$ cat config.mk
export PLATFORM = sky130hd
export DESIGN_NAME = decode_issue_top
export DESIGN_NICKNAME = d
export VERILOG_FILES = /design/src/decode_issue_pkg.sv /design/src/decode_if.sv /design/src/decode_fields.sv /design/src/operand_resolve.sv /design/src/issue_ctrl.sv /design/src/dispatch_regs.sv /design/src/decode_issue_top.sv
export SDC_FILE = /design/constraint.sdc
export NUM_CORES = 1
export LEC_CHECK = 0
export BUFFER_PORTS_ARGS = -buffer_cell sky130_fd_sc_hd__buf_2
export CORE_AREA = 3 3 338 340
export CTS_CLUSTER_DIAMETER = 200
export DETAILED_ROUTE_END_ITERATION = 10
export DIE_AREA = 0 0 341 343
export HOLD_SLACK_MARGIN = 0.15
export PLACE_DENSITY = 0.31
export SLEW_MARGIN = 20
export SYNTH_ARGS = -nofsm -noshare
export SYNTH_HDL_FRONTEND = slang
export SYNTH_HIERARCHICAL = 1
export SYNTH_SLANG_ARGS = --single-unit
$ cat constraint.sdc
create_clock -name clk -period 13.8 [get_ports clk]
set_clock_uncertainty 0.2 [all_clocks]
set_input_delay 1.38 -clock clk [delete_from_list [all_inputs] [get_ports clk]]
set_output_delay 1.38 -clock clk [all_outputs]
set_load 0.05 [all_outputs]
$ cat src/decode_issue_pkg.sv
package decode_issue_pkg;

    // datapath and rob sizing
    localparam int XLEN        = 32;
    localparam int ROB_ENTRIES = 16;
    localparam int TAG_W       = 4;
    localparam int REG_W       = 5;

    typedef logic [XLEN-1:0]  word_t;
    // tag zero marks an operand that needs no wakeup
    typedef logic [TAG_W-1:0] tag_t;
    typedef logic [REG_W-1:0] reg_idx_t;

    // rv32i major opcodes, bits [6:0] of the instruction
    typedef enum logic [6:0] {
        op_lui   = 7'b0110111,
        op_auipc = 7'b0010111,
        op_jal   = 7'b1101111,
        op_jalr  = 7'b1100111,
        op_br    = 7'b1100011,
        op_load  = 7'b0000011,
        op_store = 7'b0100011,
        op_imm   = 7'b0010011,
        op_reg   = 7'b0110011
    } opcode_e;

    // low five codes line up with funct3
    typedef enum logic [3:0] {
        alu_add = 4'b0000,
        alu_sll = 4'b0001,
        alu_xor = 4'b0100,
        alu_or  = 4'b0110,
        alu_and = 4'b0111,
        // sub sits outside the funct3 range
        alu_sub = 4'b1000
    } alu_op_e;

    // branch conditions, straight from funct3
    typedef enum logic [2:0] {
        beq  = 3'b000,
        bne  = 3'b001,
        blt  = 3'b100,
        bge  = 3'b101,
        bltu = 3'b110,
        bgeu = 3'b111
    } branch_op_e;

    // where an instruction goes
    typedef enum logic [1:0] {
        tgt_none = 2'd0,
        tgt_alu  = 2'd1,
        tgt_cmp  = 2'd2,
        tgt_lsb  = 2'd3
    } target_e;

    // one result word per rob entry, entry n at [n]
    typedef logic [ROB_ENTRIES-1:0][XLEN-1:0] rob_values_t;

endpackage

$ cat src/decode_if.sv
`timescale 1ns/1ps

// decoded fields, decode_fields to issue_ctrl and dispatch_regs
interface decode_if;
    decode_issue_pkg::opcode_e  opcode;
    logic [2:0]                 funct3;
    logic                       funct7_5;
    decode_issue_pkg::reg_idx_t rs1;
    decode_issue_pkg::reg_idx_t rs2;
    decode_issue_pkg::reg_idx_t rd;
    decode_issue_pkg::word_t    pc;
    // already picked by opcode
    decode_issue_pkg::word_t    imm;
    logic                       writes_rd;

    modport src (output opcode, funct3, funct7_5, rs1, rs2, rd, pc, imm, writes_rd);
    modport snk (input opcode, funct3, funct7_5, rs1, rs2, rd, pc, imm, writes_rd);
endinterface

// issue decision, issue_ctrl to dispatch_regs
interface issue_if;
    logic                              fire;
    decode_issue_pkg::target_e         target;
    decode_issue_pkg::alu_op_e         alu_op;
    decode_issue_pkg::word_t           op_a;
    decode_issue_pkg::tag_t            op_a_tag;
    decode_issue_pkg::word_t           op_b;
    decode_issue_pkg::tag_t            op_b_tag;
    decode_issue_pkg::tag_t            rob_tag;

    modport src (output fire, target, alu_op, op_a, op_a_tag, op_b, op_b_tag, rob_tag);
    modport snk (input fire, target, alu_op, op_a, op_a_tag, op_b, op_b_tag, rob_tag);
endinterface

$ cat src/decode_fields.sv
`timescale 1ns/1ps

module decode_fields (
    input  decode_issue_pkg::word_t instr_i,
    input  decode_issue_pkg::word_t pc_i,
    decode_if.src                   dec
);

    decode_issue_pkg::word_t   i_imm;
    decode_issue_pkg::word_t   s_imm;
    decode_issue_pkg::word_t   b_imm;
    decode_issue_pkg::word_t   u_imm;
    decode_issue_pkg::opcode_e opcode;

    assign opcode = decode_issue_pkg::opcode_e'(instr_i[6:0]);

    // plain field slices
    assign dec.opcode   = opcode;
    assign dec.funct3   = instr_i[14:12];
    assign dec.funct7_5 = instr_i[30];
    assign dec.rs1      = instr_i[19:15];
    assign dec.rs2      = instr_i[24:20];
    assign dec.rd       = instr_i[11:7];
    assign dec.pc       = pc_i;

    // immediates, sign bit is always instr[31]
    assign i_imm = {{21{instr_i[31]}}, instr_i[30:20]};
    assign s_imm = {{21{instr_i[31]}}, instr_i[30:25], instr_i[11:7]};
    assign b_imm = {{20{instr_i[31]}}, instr_i[7], instr_i[30:25], instr_i[11:8], 1'b0};
    assign u_imm = {instr_i[31:12], 12'h000};

    always_comb begin
        case (opcode)
            decode_issue_pkg::op_auipc: dec.imm = u_imm;
            decode_issue_pkg::op_br:    dec.imm = b_imm;
            decode_issue_pkg::op_store: dec.imm = s_imm;
            // loads and op-imm share the I form
            default:                    dec.imm = i_imm;
        endcase
    end

    // only these four groups produce a register result
    always_comb begin
        case (opcode)
            decode_issue_pkg::op_auipc,
            decode_issue_pkg::op_load,
            decode_issue_pkg::op_imm,
            decode_issue_pkg::op_reg:   dec.writes_rd = 1'b1;
            default:                    dec.writes_rd = 1'b0;
        endcase
    end

endmodule

$ cat src/operand_resolve.sv
`timescale 1ns/1ps

module operand_resolve (
    input  decode_issue_pkg::word_t                     reg_vj_i,
    input  decode_issue_pkg::word_t                     reg_vk_i,
    input  decode_issue_pkg::tag_t                      reg_qj_i,
    input  decode_issue_pkg::tag_t                      reg_qk_i,
    input  logic [decode_issue_pkg::ROB_ENTRIES-1:0]    rob_ready_i,
    input  decode_issue_pkg::rob_values_t               rob_value_i,
    output decode_issue_pkg::word_t                     vj_o,
    output decode_issue_pkg::word_t                     vk_o,
    output decode_issue_pkg::tag_t                      qj_o,
    output decode_issue_pkg::tag_t                      qk_o
);

    // true when the producer already finished in the rob
    function automatic logic hit(input decode_issue_pkg::tag_t tag);
        hit = (tag != '0) && rob_ready_i[tag];
    endfunction

    // rs1
    always_comb begin
        if (hit(reg_qj_i)) begin
            vj_o = rob_value_i[reg_qj_i];
            qj_o = '0;
        end else begin
            vj_o = reg_vj_i;
            qj_o = reg_qj_i;
        end
    end

    // rs2, same rule
    always_comb begin
        if (hit(reg_qk_i)) begin
            vk_o = rob_value_i[reg_qk_i];
            qk_o = '0;
        end else begin
            vk_o = reg_vk_i;
            qk_o = reg_qk_i;
        end
    end

endmodule

$ cat src/issue_ctrl.sv
`timescale 1ns/1ps

module issue_ctrl (
    decode_if.snk                   dec,
    input  logic                    instr_valid_i,
    input  decode_issue_pkg::word_t vj_i,
    input  decode_issue_pkg::word_t vk_i,
    input  decode_issue_pkg::tag_t  qj_i,
    input  decode_issue_pkg::tag_t  qk_i,
    input  logic                    alu_full_i,
    input  logic                    cmp_full_i,
    input  logic                    lsb_full_i,
    input  decode_issue_pkg::tag_t  rob_free_tag_i,
    output logic                    iqueue_read_o,
    output logic                    load_tag_o,
    output decode_issue_pkg::tag_t  rename_tag_o,
    issue_if.src                    iss
);

    decode_issue_pkg::target_e target;
    logic                      need_dispatch;
    logic                      target_full;

    // target and alu op; tgt_none marks an unsupported code
    always_comb begin
        target     = decode_issue_pkg::tgt_none;
        iss.alu_op = decode_issue_pkg::alu_op_e'({1'b0, dec.funct3});
        case (dec.opcode)
            decode_issue_pkg::op_auipc: begin
                target     = decode_issue_pkg::tgt_alu;
                iss.alu_op = decode_issue_pkg::alu_add;
            end
            // funct3 010 and 011 are not branches
            decode_issue_pkg::op_br:
                if (dec.funct3[2:1] != 2'b01) target = decode_issue_pkg::tgt_cmp;
            // lb lh lw lbu lhu
            decode_issue_pkg::op_load:
                if (dec.funct3 != 3'b011 && dec.funct3 < 3'b110) target = decode_issue_pkg::tgt_lsb;
            decode_issue_pkg::op_store:
                if (dec.funct3 < 3'b011) target = decode_issue_pkg::tgt_lsb;
            // slt, sltu and right shifts stay unsupported
            decode_issue_pkg::op_imm,
            decode_issue_pkg::op_reg: begin
                if (dec.funct3 inside {3'b000, 3'b001, 3'b100, 3'b110, 3'b111})
                    target = decode_issue_pkg::tgt_alu;
                if (dec.opcode == decode_issue_pkg::op_reg && dec.funct3 == 3'b000 && dec.funct7_5)
                    iss.alu_op = decode_issue_pkg::alu_sub;
            end
            default: ;
        endcase
    end

    // operand a is pc for auipc, rs1 otherwise
    assign iss.op_a     = (dec.opcode == decode_issue_pkg::op_auipc) ? dec.pc : vj_i;
    assign iss.op_a_tag = (dec.opcode == decode_issue_pkg::op_auipc) ? '0 : qj_i;
    // immediate forms put the immediate in operand b
    always_comb begin
        case (dec.opcode)
            decode_issue_pkg::op_br,
            decode_issue_pkg::op_reg,
            decode_issue_pkg::op_store: begin
                iss.op_b     = vk_i;
                iss.op_b_tag = qk_i;
            end
            default: begin
                iss.op_b     = dec.imm;
                iss.op_b_tag = '0;
            end
        endcase
    end

    // x0 writes and unknown codes are dropped
    assign need_dispatch = (target != decode_issue_pkg::tgt_none) &&
                           !(dec.writes_rd && dec.rd == '0);
    assign target_full   = (target == decode_issue_pkg::tgt_alu && alu_full_i) ||
                           (target == decode_issue_pkg::tgt_cmp && cmp_full_i) ||
                           (target == decode_issue_pkg::tgt_lsb && lsb_full_i);

    assign iss.fire    = instr_valid_i && need_dispatch && !target_full && rob_free_tag_i != '0;
    assign iss.target  = target;
    assign iss.rob_tag = rob_free_tag_i;

    // pop on issue or on drop, hold on stall
    assign iqueue_read_o = instr_valid_i && (iss.fire || !need_dispatch);
    // rename only for issuing rd writers
    assign load_tag_o    = iss.fire && dec.writes_rd;
    assign rename_tag_o  = load_tag_o ? rob_free_tag_i : '0;

endmodule

$ cat src/dispatch_regs.sv
`timescale 1ns/1ps

module dispatch_regs (
    input  logic                         clk,
    input  logic                         rst,
    decode_if.snk                        dec,
    issue_if.snk                         iss,
    output logic                         alu_valid_o,
    output logic                         cmp_valid_o,
    output logic                         lsb_valid_o,
    output decode_issue_pkg::alu_op_e    alu_op_o,
    output decode_issue_pkg::branch_op_e cmp_op_o,
    output logic                         lsb_store_o,
    output logic [2:0]                   lsb_funct3_o,
    output decode_issue_pkg::word_t      op_a_o,
    output decode_issue_pkg::word_t      op_b_o,
    output decode_issue_pkg::word_t      imm_o,
    output decode_issue_pkg::tag_t       op_a_tag_o,
    output decode_issue_pkg::tag_t       op_b_tag_o,
    output decode_issue_pkg::tag_t       rob_tag_o,
    output logic                         rob_write_o,
    output decode_issue_pkg::word_t      rob_pc_o,
    output decode_issue_pkg::opcode_e    rob_opcode_o,
    output decode_issue_pkg::reg_idx_t   rob_rd_o
);

    // valid pulses, one cycle per fire
    always_ff @(posedge clk) begin
        if (rst) begin
            alu_valid_o <= 1'b0;
            cmp_valid_o <= 1'b0;
            lsb_valid_o <= 1'b0;
            rob_write_o <= 1'b0;
        end else begin
            alu_valid_o <= iss.fire && iss.target == decode_issue_pkg::tgt_alu;
            cmp_valid_o <= iss.fire && iss.target == decode_issue_pkg::tgt_cmp;
            lsb_valid_o <= iss.fire && iss.target == decode_issue_pkg::tgt_lsb;
            // every dispatch also claims a rob entry
            rob_write_o <= iss.fire;
        end
    end

    // shared payload, only meaningful under a valid
    always_ff @(posedge clk) begin
        if (iss.fire) begin
            alu_op_o     <= iss.alu_op;
            cmp_op_o     <= decode_issue_pkg::branch_op_e'(dec.funct3);
            lsb_store_o  <= (dec.opcode == decode_issue_pkg::op_store);
            lsb_funct3_o <= dec.funct3;
            op_a_o       <= iss.op_a;
            op_a_tag_o   <= iss.op_a_tag;
            op_b_o       <= iss.op_b;
            op_b_tag_o   <= iss.op_b_tag;
            imm_o        <= dec.imm;
            rob_tag_o    <= iss.rob_tag;
            rob_pc_o     <= dec.pc;
            rob_opcode_o <= dec.opcode;
            // branch and store rd bits are immediate bits
            rob_rd_o     <= dec.writes_rd ? dec.rd : '0;
        end
    end

    // one station per cycle
    assert property (@(posedge clk) disable iff (rst)
        $onehot0({alu_valid_o, cmp_valid_o, lsb_valid_o}))
        else $error("more than one dispatch valid in a cycle");

    // rob entry and station entry go together
    assert property (@(posedge clk) disable iff (rst)
        rob_write_o == (alu_valid_o | cmp_valid_o | lsb_valid_o))
        else $error("rob write out of step with dispatch");

    // tag zero is reserved for no producer
    assert property (@(posedge clk) disable iff (rst)
        rob_write_o |-> rob_tag_o != '0)
        else $error("rob write with tag zero");

endmodule

$ cat src/decode_issue_top.sv
`timescale 1ns/1ps

module decode_issue_top (
    input  logic                                    clk,
    input  logic                                    rst,
    // instruction queue
    input  logic                                    instr_valid_i,
    input  decode_issue_pkg::word_t                 instr_i,
    input  decode_issue_pkg::word_t                 pc_i,
    output logic                                    iqueue_read_o,
    // register file read and rename
    output decode_issue_pkg::reg_idx_t              rs1_o,
    output decode_issue_pkg::reg_idx_t              rs2_o,
    input  decode_issue_pkg::word_t                 reg_vj_i,
    input  decode_issue_pkg::word_t                 reg_vk_i,
    input  decode_issue_pkg::tag_t                  reg_qj_i,
    input  decode_issue_pkg::tag_t                  reg_qk_i,
    output decode_issue_pkg::reg_idx_t              rename_rd_o,
    output decode_issue_pkg::tag_t                  rename_tag_o,
    output logic                                    load_tag_o,
    // reorder buffer
    input  decode_issue_pkg::tag_t                  rob_free_tag_i,
    input  logic [decode_issue_pkg::ROB_ENTRIES-1:0] rob_ready_i,
    input  decode_issue_pkg::rob_values_t           rob_value_i,
    // station back-pressure
    input  logic                                    alu_full_i,
    input  logic                                    cmp_full_i,
    input  logic                                    lsb_full_i,
    // dispatch
    output logic                                    alu_valid_o,
    output logic                                    cmp_valid_o,
    output logic                                    lsb_valid_o,
    output decode_issue_pkg::alu_op_e               alu_op_o,
    output decode_issue_pkg::branch_op_e            cmp_op_o,
    output logic                                    lsb_store_o,
    output logic [2:0]                              lsb_funct3_o,
    output decode_issue_pkg::word_t                 op_a_o,
    output decode_issue_pkg::word_t                 op_b_o,
    output decode_issue_pkg::word_t                 imm_o,
    output decode_issue_pkg::tag_t                  op_a_tag_o,
    output decode_issue_pkg::tag_t                  op_b_tag_o,
    output decode_issue_pkg::tag_t                  rob_tag_o,
    output logic                                    rob_write_o,
    output decode_issue_pkg::word_t                 rob_pc_o,
    output decode_issue_pkg::opcode_e               rob_opcode_o,
    output decode_issue_pkg::reg_idx_t              rob_rd_o
);

    decode_if dec ();
    issue_if  iss ();

    decode_issue_pkg::word_t vj, vk;
    decode_issue_pkg::tag_t  qj, qk;

    // register file indices straight off the instruction
    assign rs1_o       = dec.rs1;
    assign rs2_o       = dec.rs2;
    assign rename_rd_o = dec.rd;

    decode_fields u_fields (.instr_i(instr_i), .pc_i(pc_i), .dec(dec.src));

    operand_resolve u_resolve (
        .reg_vj_i(reg_vj_i), .reg_vk_i(reg_vk_i), .reg_qj_i(reg_qj_i), .reg_qk_i(reg_qk_i),
        .rob_ready_i(rob_ready_i), .rob_value_i(rob_value_i),
        .vj_o(vj), .vk_o(vk), .qj_o(qj), .qk_o(qk)
    );

    issue_ctrl u_issue (
        .dec(dec.snk), .instr_valid_i(instr_valid_i),
        .vj_i(vj), .vk_i(vk), .qj_i(qj), .qk_i(qk),
        .alu_full_i(alu_full_i), .cmp_full_i(cmp_full_i), .lsb_full_i(lsb_full_i),
        .rob_free_tag_i(rob_free_tag_i), .iqueue_read_o(iqueue_read_o),
        .load_tag_o(load_tag_o), .rename_tag_o(rename_tag_o), .iss(iss.src)
    );

    dispatch_regs u_dispatch (
        .clk(clk), .rst(rst), .dec(dec.snk), .iss(iss.snk),
        .alu_valid_o(alu_valid_o), .cmp_valid_o(cmp_valid_o), .lsb_valid_o(lsb_valid_o),
        .alu_op_o(alu_op_o), .cmp_op_o(cmp_op_o),
        .lsb_store_o(lsb_store_o), .lsb_funct3_o(lsb_funct3_o),
        .op_a_o(op_a_o), .op_b_o(op_b_o), .imm_o(imm_o),
        .op_a_tag_o(op_a_tag_o), .op_b_tag_o(op_b_tag_o), .rob_tag_o(rob_tag_o),
        .rob_write_o(rob_write_o), .rob_pc_o(rob_pc_o),
        .rob_opcode_o(rob_opcode_o), .rob_rd_o(rob_rd_o)
    );

endmodule

==> Word level (Yosys, flattened, before mapping) <==
Index checks and enable logic that the tools add are counted.
{ "word_totals": {"word_cells": 94, "ff_bits": 164, "out_inout_bits": 188} }
{ "op_classes": {"mux": 22, "eq_ne": 15, "n_lt_le_gt_ge": 4, "reduce_logical": 36, "bitwise_logic": 1} }
{ "ops": {"columns": ["cell", "n"], "rows": [
  ["32-bit binary-select mux with 4-bit select", 2],
  ["32-bit 2-to-1 mux", 6],
  ["31-bit one-hot mux with 3 select lines", 1],
  ["1-bit logical AND", 18],
  ["7-bit by 5-bit equality test with 1-bit output (second input constant)", 2],
  ["7-bit by 6-bit equality test with 1-bit output (second input constant)", 2],
  ["4-bit nonzero test", 3],
  ["4-bit by 5-bit < comparator with 1-bit output (second input constant)", 2],
  ["2-bit one-hot mux with 5 select lines", 1],
  ["3-bit equality test (second input constant)", 3],
  ["1-bit binary-select mux with 4-bit select", 2],
  ["4-bit 2-to-1 mux", 2],
  ["4-bit one-hot mux with 2 select lines", 1],
  ["7-bit by 2-bit equality test with 1-bit output (second input constant)", 1],
  ["7-bit equality test (second input constant)", 1],
  ["2-bit 2-to-1 mux", 3],
  ["2-bit OR reduction", 3],
  ["5-bit logical NOT", 1],
  ["5-bit nonzero test", 1],
  ["2-bit equality test (second input constant)", 2],
  ["1-bit 2-to-1 mux", 4],
  ["4-bit OR reduction", 1],
  ["3-bit by 1-bit equality test with 1-bit output (second input constant)", 1],
  ["1-bit logical NOT", 3],
  ["other kinds (10)", 12]
]} }

==> Depth between registers and ports, before layout <==
Gate-level depths: netlist of run 1.
{ "depth": {"ltp_word": 13, "ltp_mapped": 11, "mapped_depth_nobuf": 9} }

==> Hierarchy <==
Netlist of run 1, hierarchy kept.
{ "by_module_without_submodules": {"columns": ["mod", "cells_per_inst", "area_each_um2", "n_inst", "seq_area_each_um2"], "rows": [
  ["operand_resolve", 809, 8655.8, 1, 0.0],
  ["dispatch_regs", 179, 4993.5, 1, 4884.7],
  ["issue_ctrl", 139, 1188.6, 1, 0.0],
  ["decode_fields", 114, 842.1, 1, 0.0]
]} }

==> Worst setup path after synthesis of run 1 <==
OpenSTA, ideal clock, no wires.
{ "synth_timing": {"path_type": "in2reg", "start": "in instr_i[3]", "end": "reg u_dispatch.cmp_valid_o", "required_time_ps": 13540, "setup_slack_ps": 2403, "path_buffers": 2, "stages": 8, "arrival_time_ps": 11137, "path_cell_list": "buf_4 nand3b_4 or3_1 or4_4 buf_6 a21oi_1 nor2b_1 and3b_1"} }
{ "synth_via": {"elab_chain_cells": 11, "word_cells_on_any_way": 27} }
{ "synth_lines": {"columns": ["element", "line_no", "text"], "rows": [
  ["from (decl)", "decode_issue_top.sv:8", "input decode_issue_pkg::word_t instr_i,"],
  ["7-bit by 5-bit equality test with 1-bit output or 7-bit by 6-bit equality test with 1-bit output (tied branches)", "decode_fields.sv:44, issue_ctrl.sv:28", null],
  ["2-bit OR reduction", "issue_ctrl.sv:28", "case (dec.opcode)"],
  ["2-bit one-hot mux with 5 select lines", "issue_ctrl.sv:28", null],
  ["2-bit by 1-bit equality test with 1-bit output or 2-bit equality test (tied branches)", "issue_ctrl.sv:75, issue_ctrl.sv:76", null],
  ["1-bit logical AND, on equally long branches", "issue_ctrl.sv:75, issue_ctrl.sv:76", null],
  ["1-bit logical OR", "issue_ctrl.sv:75", "assign target_full = (target == decode_issue_pkg::tgt_alu && alu_full_i) ||"],
  ["1-bit logical OR", "issue_ctrl.sv:76", "(target == decode_issue_pkg::tgt_cmp && cmp_full_i) ||"],
  ["1-bit logical NOT", "issue_ctrl.sv:79", "assign iss.fire = instr_valid_i && need_dispatch && !target_full && rob_free_tag_i != '0;"],
  ["1-bit logical AND * (2 in a row)", "issue_ctrl.sv:79", null],
  ["named net iss.fire", "decode_if.sv:22", "logic fire;"],
  ["1-bit logical AND *", "dispatch_regs.sv:36", "cmp_valid_o <= iss.fire && iss.target == decode_issue_pkg::tgt_cmp;"],
  ["to (signal assigned)", "dispatch_regs.sv:36", null],
  ["to (decl)", "dispatch_regs.sv:9", "output logic cmp_valid_o,"]
]} }
Mark *: on every way through the listed nets, which the timed path passes. The rest lies on a longest branch.
A chain may end at the register's enable or synchronous reset.

==> Worst setup path in the final report of run 1 <==
{ "layout_timing": {"start": "in instr_i[4]", "end": "out iqueue_read_o"} }
{ "layout_via": {"word_cells_on_any_way": 29} }
{ "layout_rtl": {"columns": ["element", "line_no", "text"], "rows": [
  ["7-bit by 5-bit equality test with 1-bit output (tied with other cells)", "decode_fields.sv:44", "case (opcode)"],
  ["4-bit OR reduction *", "decode_fields.sv:44", null],
  ["1-bit 2-to-1 mux *", "decode_fields.sv:44", null],
  ["named net dec.writes_rd", "decode_if.sv:14", "logic writes_rd;"],
  ["1-bit logical AND *", "issue_ctrl.sv:74", "!(dec.writes_rd && dec.rd == '0);"],
  ["1-bit logical NOT *", "issue_ctrl.sv:74", null],
  ["1-bit logical AND *", "issue_ctrl.sv:73", "assign need_dispatch = (target != decode_issue_pkg::tgt_none) &&"],
  ["1-bit logical AND (3 in a row)", "issue_ctrl.sv:79", null],
  ["1-bit logical OR *", "issue_ctrl.sv:84", "assign iqueue_read_o = instr_valid_i && (iss.fire || !need_dispatch);"],
  ["1-bit logical AND *", "issue_ctrl.sv:84", null],
  ["to (decl)", "decode_issue_top.sv:10", "output logic iqueue_read_o,"]
]} }
Marks and branches as above.

==> metrics.md, run 1 <==
| Metric | Value |
|---|---|
| Status | `finished, final reports clean` |
| GRT Total Usage | `17.5%` |
| DR vias/cell | `approximately 4.4` |
| Leakage | `9.01 nW` |
| # rows | `roughly 120` |
| Simple-gate share of the synthesized area | `~3.4%` |
| CTS tree | `done` |
| Post-Syn Area | `about 16,000 um^2` |
| DP HPWL | `~87,000 um` |
| Hold Crit Class | `primary input to register` |
| Slew @ Worst Pin | `approximately 1.5 ns` |
| Setup TNS Final | `0 ns` |
| Grt ovf | `0` |
| Period utilization | `40.8%` |
| Final non-filler cell total | `3,506` |
| Synth Instances | `around 1,200` |
| Total power | `roughly 1.7 mW` |
| Antenna violations before repair | `between 40 and 50` |
| Sw frac | `a little over a third` |
| Multiplexer area fraction after synthesis | `approximately 42%` |
| Crit-path slowest cell | `or4b_2` |
| CP delay by family, top | `simple AND/OR/NAND/NOR gates` |
| Vias in the first global route | `16,400` |
| Hold_buf cts | `0` |
| Clock group share of total power | `around 32%` |
| WL per Instance | `between 30 and 40 um` |
| Net count, final | `about 2,700` |
| Synth Flop Type | `edfxtp_1` |
| Async SR Flop Fraction | `0%` |
| Final GP Congestion | `between 0.8 and 0.9` |
| Reg power frac | `around a third` |
| Yosys reg bits | `approximately 160` |
| Layout cells sized above 1 | `slightly above 60%` |
| Num CTS Buffers | `17` |
| XOR/XNOR Fraction of Synth Area | `0%` |
| Initial Utilization | `14.0%` |
| Minimum clock period | `5.63 ns` |
| Critical path class | `primary input to primary output` |
| Data required time of the critical path | `12.22 ns` |
| Synthesized area per cell | `12.6 um^2` |
| Vias post-DR | `15,300` |
| Buf/Inv on CP | `3` |
| CTS Buffer Depth | `2` |
| Pin count of the biggest net entering global routing | `98` |
| Crit path cell chain | `buf_2 > inv_1 > maj3_1 > nor2_1 > or4b_2 > nor3_1 > o21ba_2 > o221ai_1 > buf_2` |
| Post_cts resized | `0` |
| # Max-Cap Violations | `0` |
| Area grow syn2layout | `39.3%` |
| I/O Buffers | `860` |
| Slew headroom | `around 3.3%` |
| Final slew viol count | `0` |
| Ports | `approximately 860` |
| EDFF count, synth | `160` |
| CP max stage delay | `just over 0.6 ns` |
| Setup crit end kind | `primary output` |
| CP Launch Type | `primary input` |
| Synthesized Nets | `between 1,500 and 2,000` |
| Combinational Power Share | `approximately a third` |
| Clock Pin Slew Worst Setup and Hold Paths | `0.11 ns` |
| Power Density | `around 77 nW/um^2` |
| Inst Count DP | `around 3,500` |
| ANT nets after route | `0` |
| CP most frequent cell | `buf_2` |
| F_max | `177 MHz` |
| Worst path arrival time | `between 4 and 5 ns` |
| Die Y | `343 um` |
| Synth Area in Adders | `less than 1%` |
| Crit Path Max Fanout | `11` |
| Setup bufs post-CTS | `0` |
| Iter 0 DRT Violations | `roughly 1,000` |
| Synth unique cells | `55` |
| Sequential area share after synthesis | `a little under a third` |
| Clock root buffer | `clkbuf_16` |
| Die Width | `~340 um` |
| First-pass GRT wire length | `approximately 140,000 um` |
| Largest family of logic cells by synthesized area | `multiplexers` |
| Number of detailed-route iterations in the first pass | `5` |
| DIE AREA | `117,000 um^2` |
| Post-Route WL | `approximately 110,000 um` |
| Internal Power | `about 1.1 mW` |
| Unrepaired setup endpoints after global routing | `no` |
| YS warnings | `6` |
| CTS sink cnt | `164` |
| Final Hold Vio Count | `0` |
| Peak supply drop | `75.4 uV` |
| Final setup viols | `0` |
| Number of H-tree levels | `4` |
| Switching Power | `around 0.61 mW` |
| Area fraction in compound gates after synthesis | `between 10% and 20%` |
| DRC violations left | `0` |
| Core Area | `between 100,000 and 150,000 um^2` |
[synth_stat cells, drive strengths merged (4+ instances only)]
master | number | area share, %
nand3b | 4 | 0.27
a21oi | 7 | 0.39
a21o | 20 | 0.96
edfxtp | 160 | 31
o21a | 5 | 0.24
and2 | 16 | 0.64
mux2 | 67 | 4.8
o22ai | 65 | 2.6
nand3 | 7 | 0.22
buf | 134 | 6.0
a221oi | 66 | 3.7
a211oi | 9 | 0.43
mux2i | 148 | 9.4
nor2 | 15 | 0.38
nor2b | 9 | 0.36
inv | 83 | 2.0
dfxtp | 4 | 0.51
clkbuf | 53 | 1.3
nand2 | 8 | 0.19
a22oi | 64 | 3.1
o21ai | 72 | 2.3
mux4 | 194 | 28
[state kept, by name, indices dropped and copies added (netlist names)]
signal,cells
u_dispatch/lsb_store_o,1
u_dispatch/alu_valid_o,1
u_dispatch/alu_op_o,4
u_dispatch/op_b_o,32
u_dispatch/op_a_tag_o,4
u_dispatch/op_a_o,32
u_dispatch/rob_opcode_o,7
u_dispatch/rob_rd_o,5
u_dispatch/cmp_valid_o,1
u_dispatch/op_b_tag_o,4
u_dispatch/lsb_funct3_o,3
u_dispatch/rob_write_o,1
u_dispatch/lsb_valid_o,1
u_dispatch/rob_tag_o,4
u_dispatch/rob_pc_o,32
u_dispatch/imm_o,32
[power by group through the flow]
stage | clock network (mW) | registers [mW] | logic [mW]
global route | 0.592 | 0.556 | 0.626
global placement | 0 | 0.567 | 0.585
detailed placement | 0 | 0.567 | 0.591
finish | 0.546 | 0.555 | 0.586
CTS | 0.580 | 0.556 | 0.592
floorplan | 0 | 0.584 | 0.304
[final timing paths]
kind / from / to / slack, ns / cells past startpoint
worst min-delay path: pc_i[10] / u_dispatch/rob_pc_o[10] / 0.85 / 1
worst max-delay path: instr_i[4] / iqueue_read_o / 8.17 / 9
[metrics by stage]
step | area (um^2) | hold slack [ns] | util [%] | worst slack, ns
after floorplan | 15700 | 1.27 | - | 2.40
after global placement | 21200 | 1.37 | 18.9 | 7.82
after detailed placement | 21200 | 1.37 | 18.9 | 7.77
after CTS | 21800 | 0.772 | 19.5 | 8.09
after global routing | 21800 | 0.798 | 19.5 | 7.99
final | 21800 | 0.846 | 19.5 | 8.17
[routing by layer]
layer	vias up	global-route usage (%)	part of all wire, %
met5	-	0	0.091
met2	693	30.3	50
met4	16	3.20	1.0
met1	7959	22.5	43
met3	83	4.05	6.3
li1	6568	-	-
[final cells by class]
cell class	instances	area, um^2
Antenna cell	17	42.5
Sequential cell	164	4880
Fill cell	12400	90000
Multi-Input combinational cell	805	9420
Tap cell	1500	1880
Inverter	85	319
Clock buffer	18	429
Timing Repair Buffer	903	4690
Clock inverter	14	183
[cells in the final DEF (no fill, tap or decap), drive strengths merged, types with 15 or more instances in the layout]
master,count
buf,899
mux4,194
edfxtp,160
mux2i,148
inv,93
o21ai,72
mux2,67
a221oi,66
o22ai,65
a22oi,64
clkbuf,22
a21o,20
diode,17
and2,16
nor2,15
[cell families (layout without fill, tap and decap cells)]
kind of cell | count (synthesis) | in the layout
multiplexers | 409 | 409
buffers and inverters | 272 | 1020
AND/OR/NAND/NOR | 82 | 82
AO/OA/AOI/OAI | 313 | 313
other | 0 | 17
flip-flops | 164 | 164
adder cells (fa/ha/maj) | 1 | 1
Power figures use the tool's default switching activity.
==> inputs of run 2 (changes only) <==
--- a/config.mk
+++ b/config.mk
@@ -5,13 +5,14 @@
 export SDC_FILE = /design/constraint.sdc
 export NUM_CORES = 1
 export LEC_CHECK = 0
+export ABC_AREA = 1
 export BUFFER_PORTS_ARGS = -buffer_cell sky130_fd_sc_hd__buf_2
-export CORE_AREA = 3 3 338 340
+export CORE_AREA = 3 3 335 337
 export CTS_CLUSTER_DIAMETER = 200
 export DETAILED_ROUTE_END_ITERATION = 10
-export DIE_AREA = 0 0 341 343
+export DIE_AREA = 0 0 338 340
 export HOLD_SLACK_MARGIN = 0.15
-export PLACE_DENSITY = 0.31
+export PLACE_DENSITY = 0.38
 export SLEW_MARGIN = 20
 export SYNTH_ARGS = -nofsm -noshare
 export SYNTH_HDL_FRONTEND = slang
==> constraint.sdc (replaced) <==
create_clock -name clk -period 4.5 [get_ports clk]
set_clock_uncertainty 0.2 [all_clocks]
set_input_delay 0.45 -clock clk [delete_from_list [all_inputs] [get_ports clk]]
set_output_delay 0.45 -clock clk [all_outputs]
set_load 0.05 [all_outputs]
==> run 2 against run 1 <==
Sequential power rose to 3.1 times the previous value. Utilization up 5.3 points. Final cell count up 71%. Sequential cell count unchanged. Wire length up 28%. Largest cell class unchanged. Highest routed layer unchanged.
==> metrics.md, run 2 <==
| Metric | Value |
|---|---|
| # rows | `121 (-1.6%)` |
| Leakage | `15.5 nW (+72%)` |
| DP HPWL | `109,000 um (+26%)` |
| Post_cts resized | `0 (unchanged)` |
| Footprint of the multi-input gates | `11,500 um^2 (+22%)` |
| Reg area | `4880 um^2 (unchanged)` |
| CP startpoint | `instr_i[6]` |
| WL per Instance | `22.7 um (-25%)` |
| CP endpoint | `rename_tag_o[1]` |
| Synth Flop Type | `edfxtp_1` |
| CTS tree | `done` |
| Post-Syn Area | `20,700 um^2 (+32%)` |
| DIE AREA | `115,000 um^2 (-1.7%)` |
| Final GP Congestion | `0.870 (+0.73%)` |
| Yosys reg bits | `164 (unchanged)` |
| Ports | `862 (unchanged)` |
| Total power | `5.50 mW (+230%)` |
| M2 GR Usage | `39.2% (+8.9 points)` |
| Grt ovf | `0 (unchanged)` |
| EDFF count, synth | `160 (unchanged)` |
| Synth area leader | `nand2_1` |
| First-pass GRT wire length | `189,000 um (+35%)` |
| Unrepaired setup endpoints after global routing | `no` |
| Synth Instances | `3,779 (+200%)` |
| DRC violations left | `0 (unchanged)` |
| YS warnings | `6 (unchanged)` |
| Most common cell after layout, fill and taps aside | `nand2_1` |
| CTS Buffer Depth | `2 (unchanged)` |
| Area grow syn2layout | `30.6%` |
| Final Hold Vio Count | `0 (unchanged)` |
| Met1 Resource Use GR | `29.1% (+6.6 points)` |
| Power Density | `203 nW/um^2 (+160%)` |
| # Max-Cap Violations | `0 (unchanged)` |
| Crit Path Max Fanout | `35 (+24)` |
| Most frequent cell after synthesis | `nand2_1` |
| Final slew viol count | `0 (unchanged)` |
| DR vias/cell | `4.40 (+0.76%)` |
| CTS sink cnt | `164 (unchanged)` |
| Final setup viols | `0 (unchanged)` |
| Slew headroom | `34.2% (+31 points)` |
| Die Y | `340 um (-0.87%)` |
| Hold Crit Class | `primary input to register` |
| Most Used Layer, Global Route | `met2` |
| Net count, final | `5,172 (+95%)` |
| Post-Route WL | `136,000 um (+28%)` |
| Setup bufs post-CTS | `0 (unchanged)` |
| Data required time of the critical path | `3.85 ns (-8.37 ns)` |
| Top cells by instance count after synthesis | `1,733 x nand2_1, 812 x nand3_1, 635 x inv_1, 160 x edfxtp_1, 124 x buf_4` |
| Met3 usage | `3.26% (-0.79 points)` |
| Vias post-DR | `26,400 (+72%)` |
| Fillers | `12,800 (+2.8%)` |
| Initial Utilization | `19.0% (+5.0 points)` |
| Die Width | `338 um (-0.88%)` |
| I/O Buffers | `861 (+0.12%)` |
| Number of H-tree levels | `4 (unchanged)` |
| Period utilization | `79.2%` |
| Minimum clock period | `approximately 3.6 ns` |
| Leading post-synthesis cells by cell area | `nand2_1 31%, edfxtp_1 23%, nand3_1 20%` |
| Critical path class | `primary input to primary output` |
| Number of detailed-route iterations in the first pass | `6 (+1)` |
| Antenna violations before repair | `25 (-43%)` |
| Pin count of the biggest net entering global routing | `135 (+38%)` |
| Vias in the first global route | `26,300 (+60%)` |
| GRT Total Usage | `22.7% (+5.2 points)` |
| Layout cells sized above 1 | `21.9% (-40 points)` |
| Num CTS Buffers | `17 (unchanged)` |
| Worst path arrival time | `2.91 ns (-1.14 ns)` |
| Peak supply drop | `269 uV (+260%)` |
| F_max | `281 MHz` |
| Clock root buffer | `clkbuf_16` |
| Synth unique cells | `34 (-38%)` |
| Setup crit end kind | `primary output` |
| CP Launch Type | `primary input` |
| Synthesized area per cell | `5.49 um^2 (-57%)` |
| Clock Pin Slew Worst Setup and Hold Paths | `0.07 ns (-0.04 ns)` |
| Status | `finished, final reports clean` |
| Core Area | `109,000 um^2 (-2.4%)` |
| Sequential area share after synthesis | `23.6% (-7.6 points)` |
| Most frequent cells in the layout | `1,732 x nand2_1, 857 x buf_2, 810 x nand3_1, 634 x inv_1, 160 x edfxtp_1` |
| Slew @ Worst Pin | `0.982 ns (-0.469 ns)` |
| Synthesized Nets | `4,453 (+130%)` |
| Hold_buf cts | `98 (+98)` |
| Iter 0 DRT Violations | `2,233 (+120%)` |
| Setup TNS Final | `0 ns (unchanged)` |
| Async SR Flop Fraction | `0% (unchanged)` |
| ANT nets after route | `0 (unchanged)` |
| Area share of the largest cell type after synthesis | `31.4% (+0.74 points)` |
==> run 2: worst min-delay path by stage <==
stage	cells past startpoint	endpoint	startpoint
4_1_cts	5	u_dispatch/op_a_o[21]	reg_vj_i[21]
2_1_floorplan	1	u_dispatch/rob_tag_o[0]	rob_free_tag_i[0]
3_3_place_gp	1	u_dispatch/rob_tag_o[2]	rob_free_tag_i[2]
3_5_place_dp	1	u_dispatch/rob_pc_o[21]	pc_i[21]
6_report	3	u_dispatch/imm_o[5]	instr_i[25]
5_1_grt	4	u_dispatch/op_b_o[5]	reg_vk_i[5]
==> run 2: through the flow <==
step           hold WS (ns)  instances  utilization [%]  cell area (um^2)  setup WS [ns]
2_1_floorplan         0.428       3779                -             20700         0.0191
3_3_place_gp          0.447       5857             23.3             25500          0.941
3_5_place_dp          0.444       5857             23.3             25500          0.973
4_1_cts               0.150       5987             24.8             27000          0.981
5_1_grt               0.188       5988             24.8             27000          0.722
6_report              0.180       6000             24.8             27100          0.936
==> run 2: logic make-up (layout without fill, tap and decap cells) <==
logic type      after synthesis  after routing  synth area share [%]
mux                          32             32                  1.74
buf+inv                     955           1687                  21.4
other cells                   0             13                     0
compound gates               17             17                 0.585
simple gates               2611           2611                  52.7
flops                       164            164                  23.6
==> run 2: layout make-up <==
cell class              count  area share, %
diodes                     13          0.120
clock buffers              18           1.58
clock inverters            14          0.610
inverters                 650           9.13
multi-input cells        2660           42.3
flip-flops and latches    164           18.0
well taps                1476           6.82
repair buffers           1005           21.4
==> run 2: power by group <==
part | internal (mW) | switching (mW)
Sequential | 1.69 | 0.00262
Combinational | 0.742 | 1.55
Clock | 0.791 | 0.728
==> run 2: routing by layer <==
metal  vias to the layer above  routed length (um)
met5                         -                 101
met4                        16                4260
met3                       130                8820
met2                      1048               66000
met1                     12300               57300
li1                      12900                   -
==> run 2: worst max-delay path, cell delays in order <==
cell and delay [ns]:
dlygate4sd3_1 0.54, buf_2 0.24, inv_2 0.09, nand2_1 0.12
nor2_1 0.07, nand2_2 0.07, buf_4 0.38, nand2_1 0.12
nor2_2 0.12, nor2_1 0.08, nor2_4 0.13, nand4_4 0.12
nor2_1 0.12, buf_2 0.27
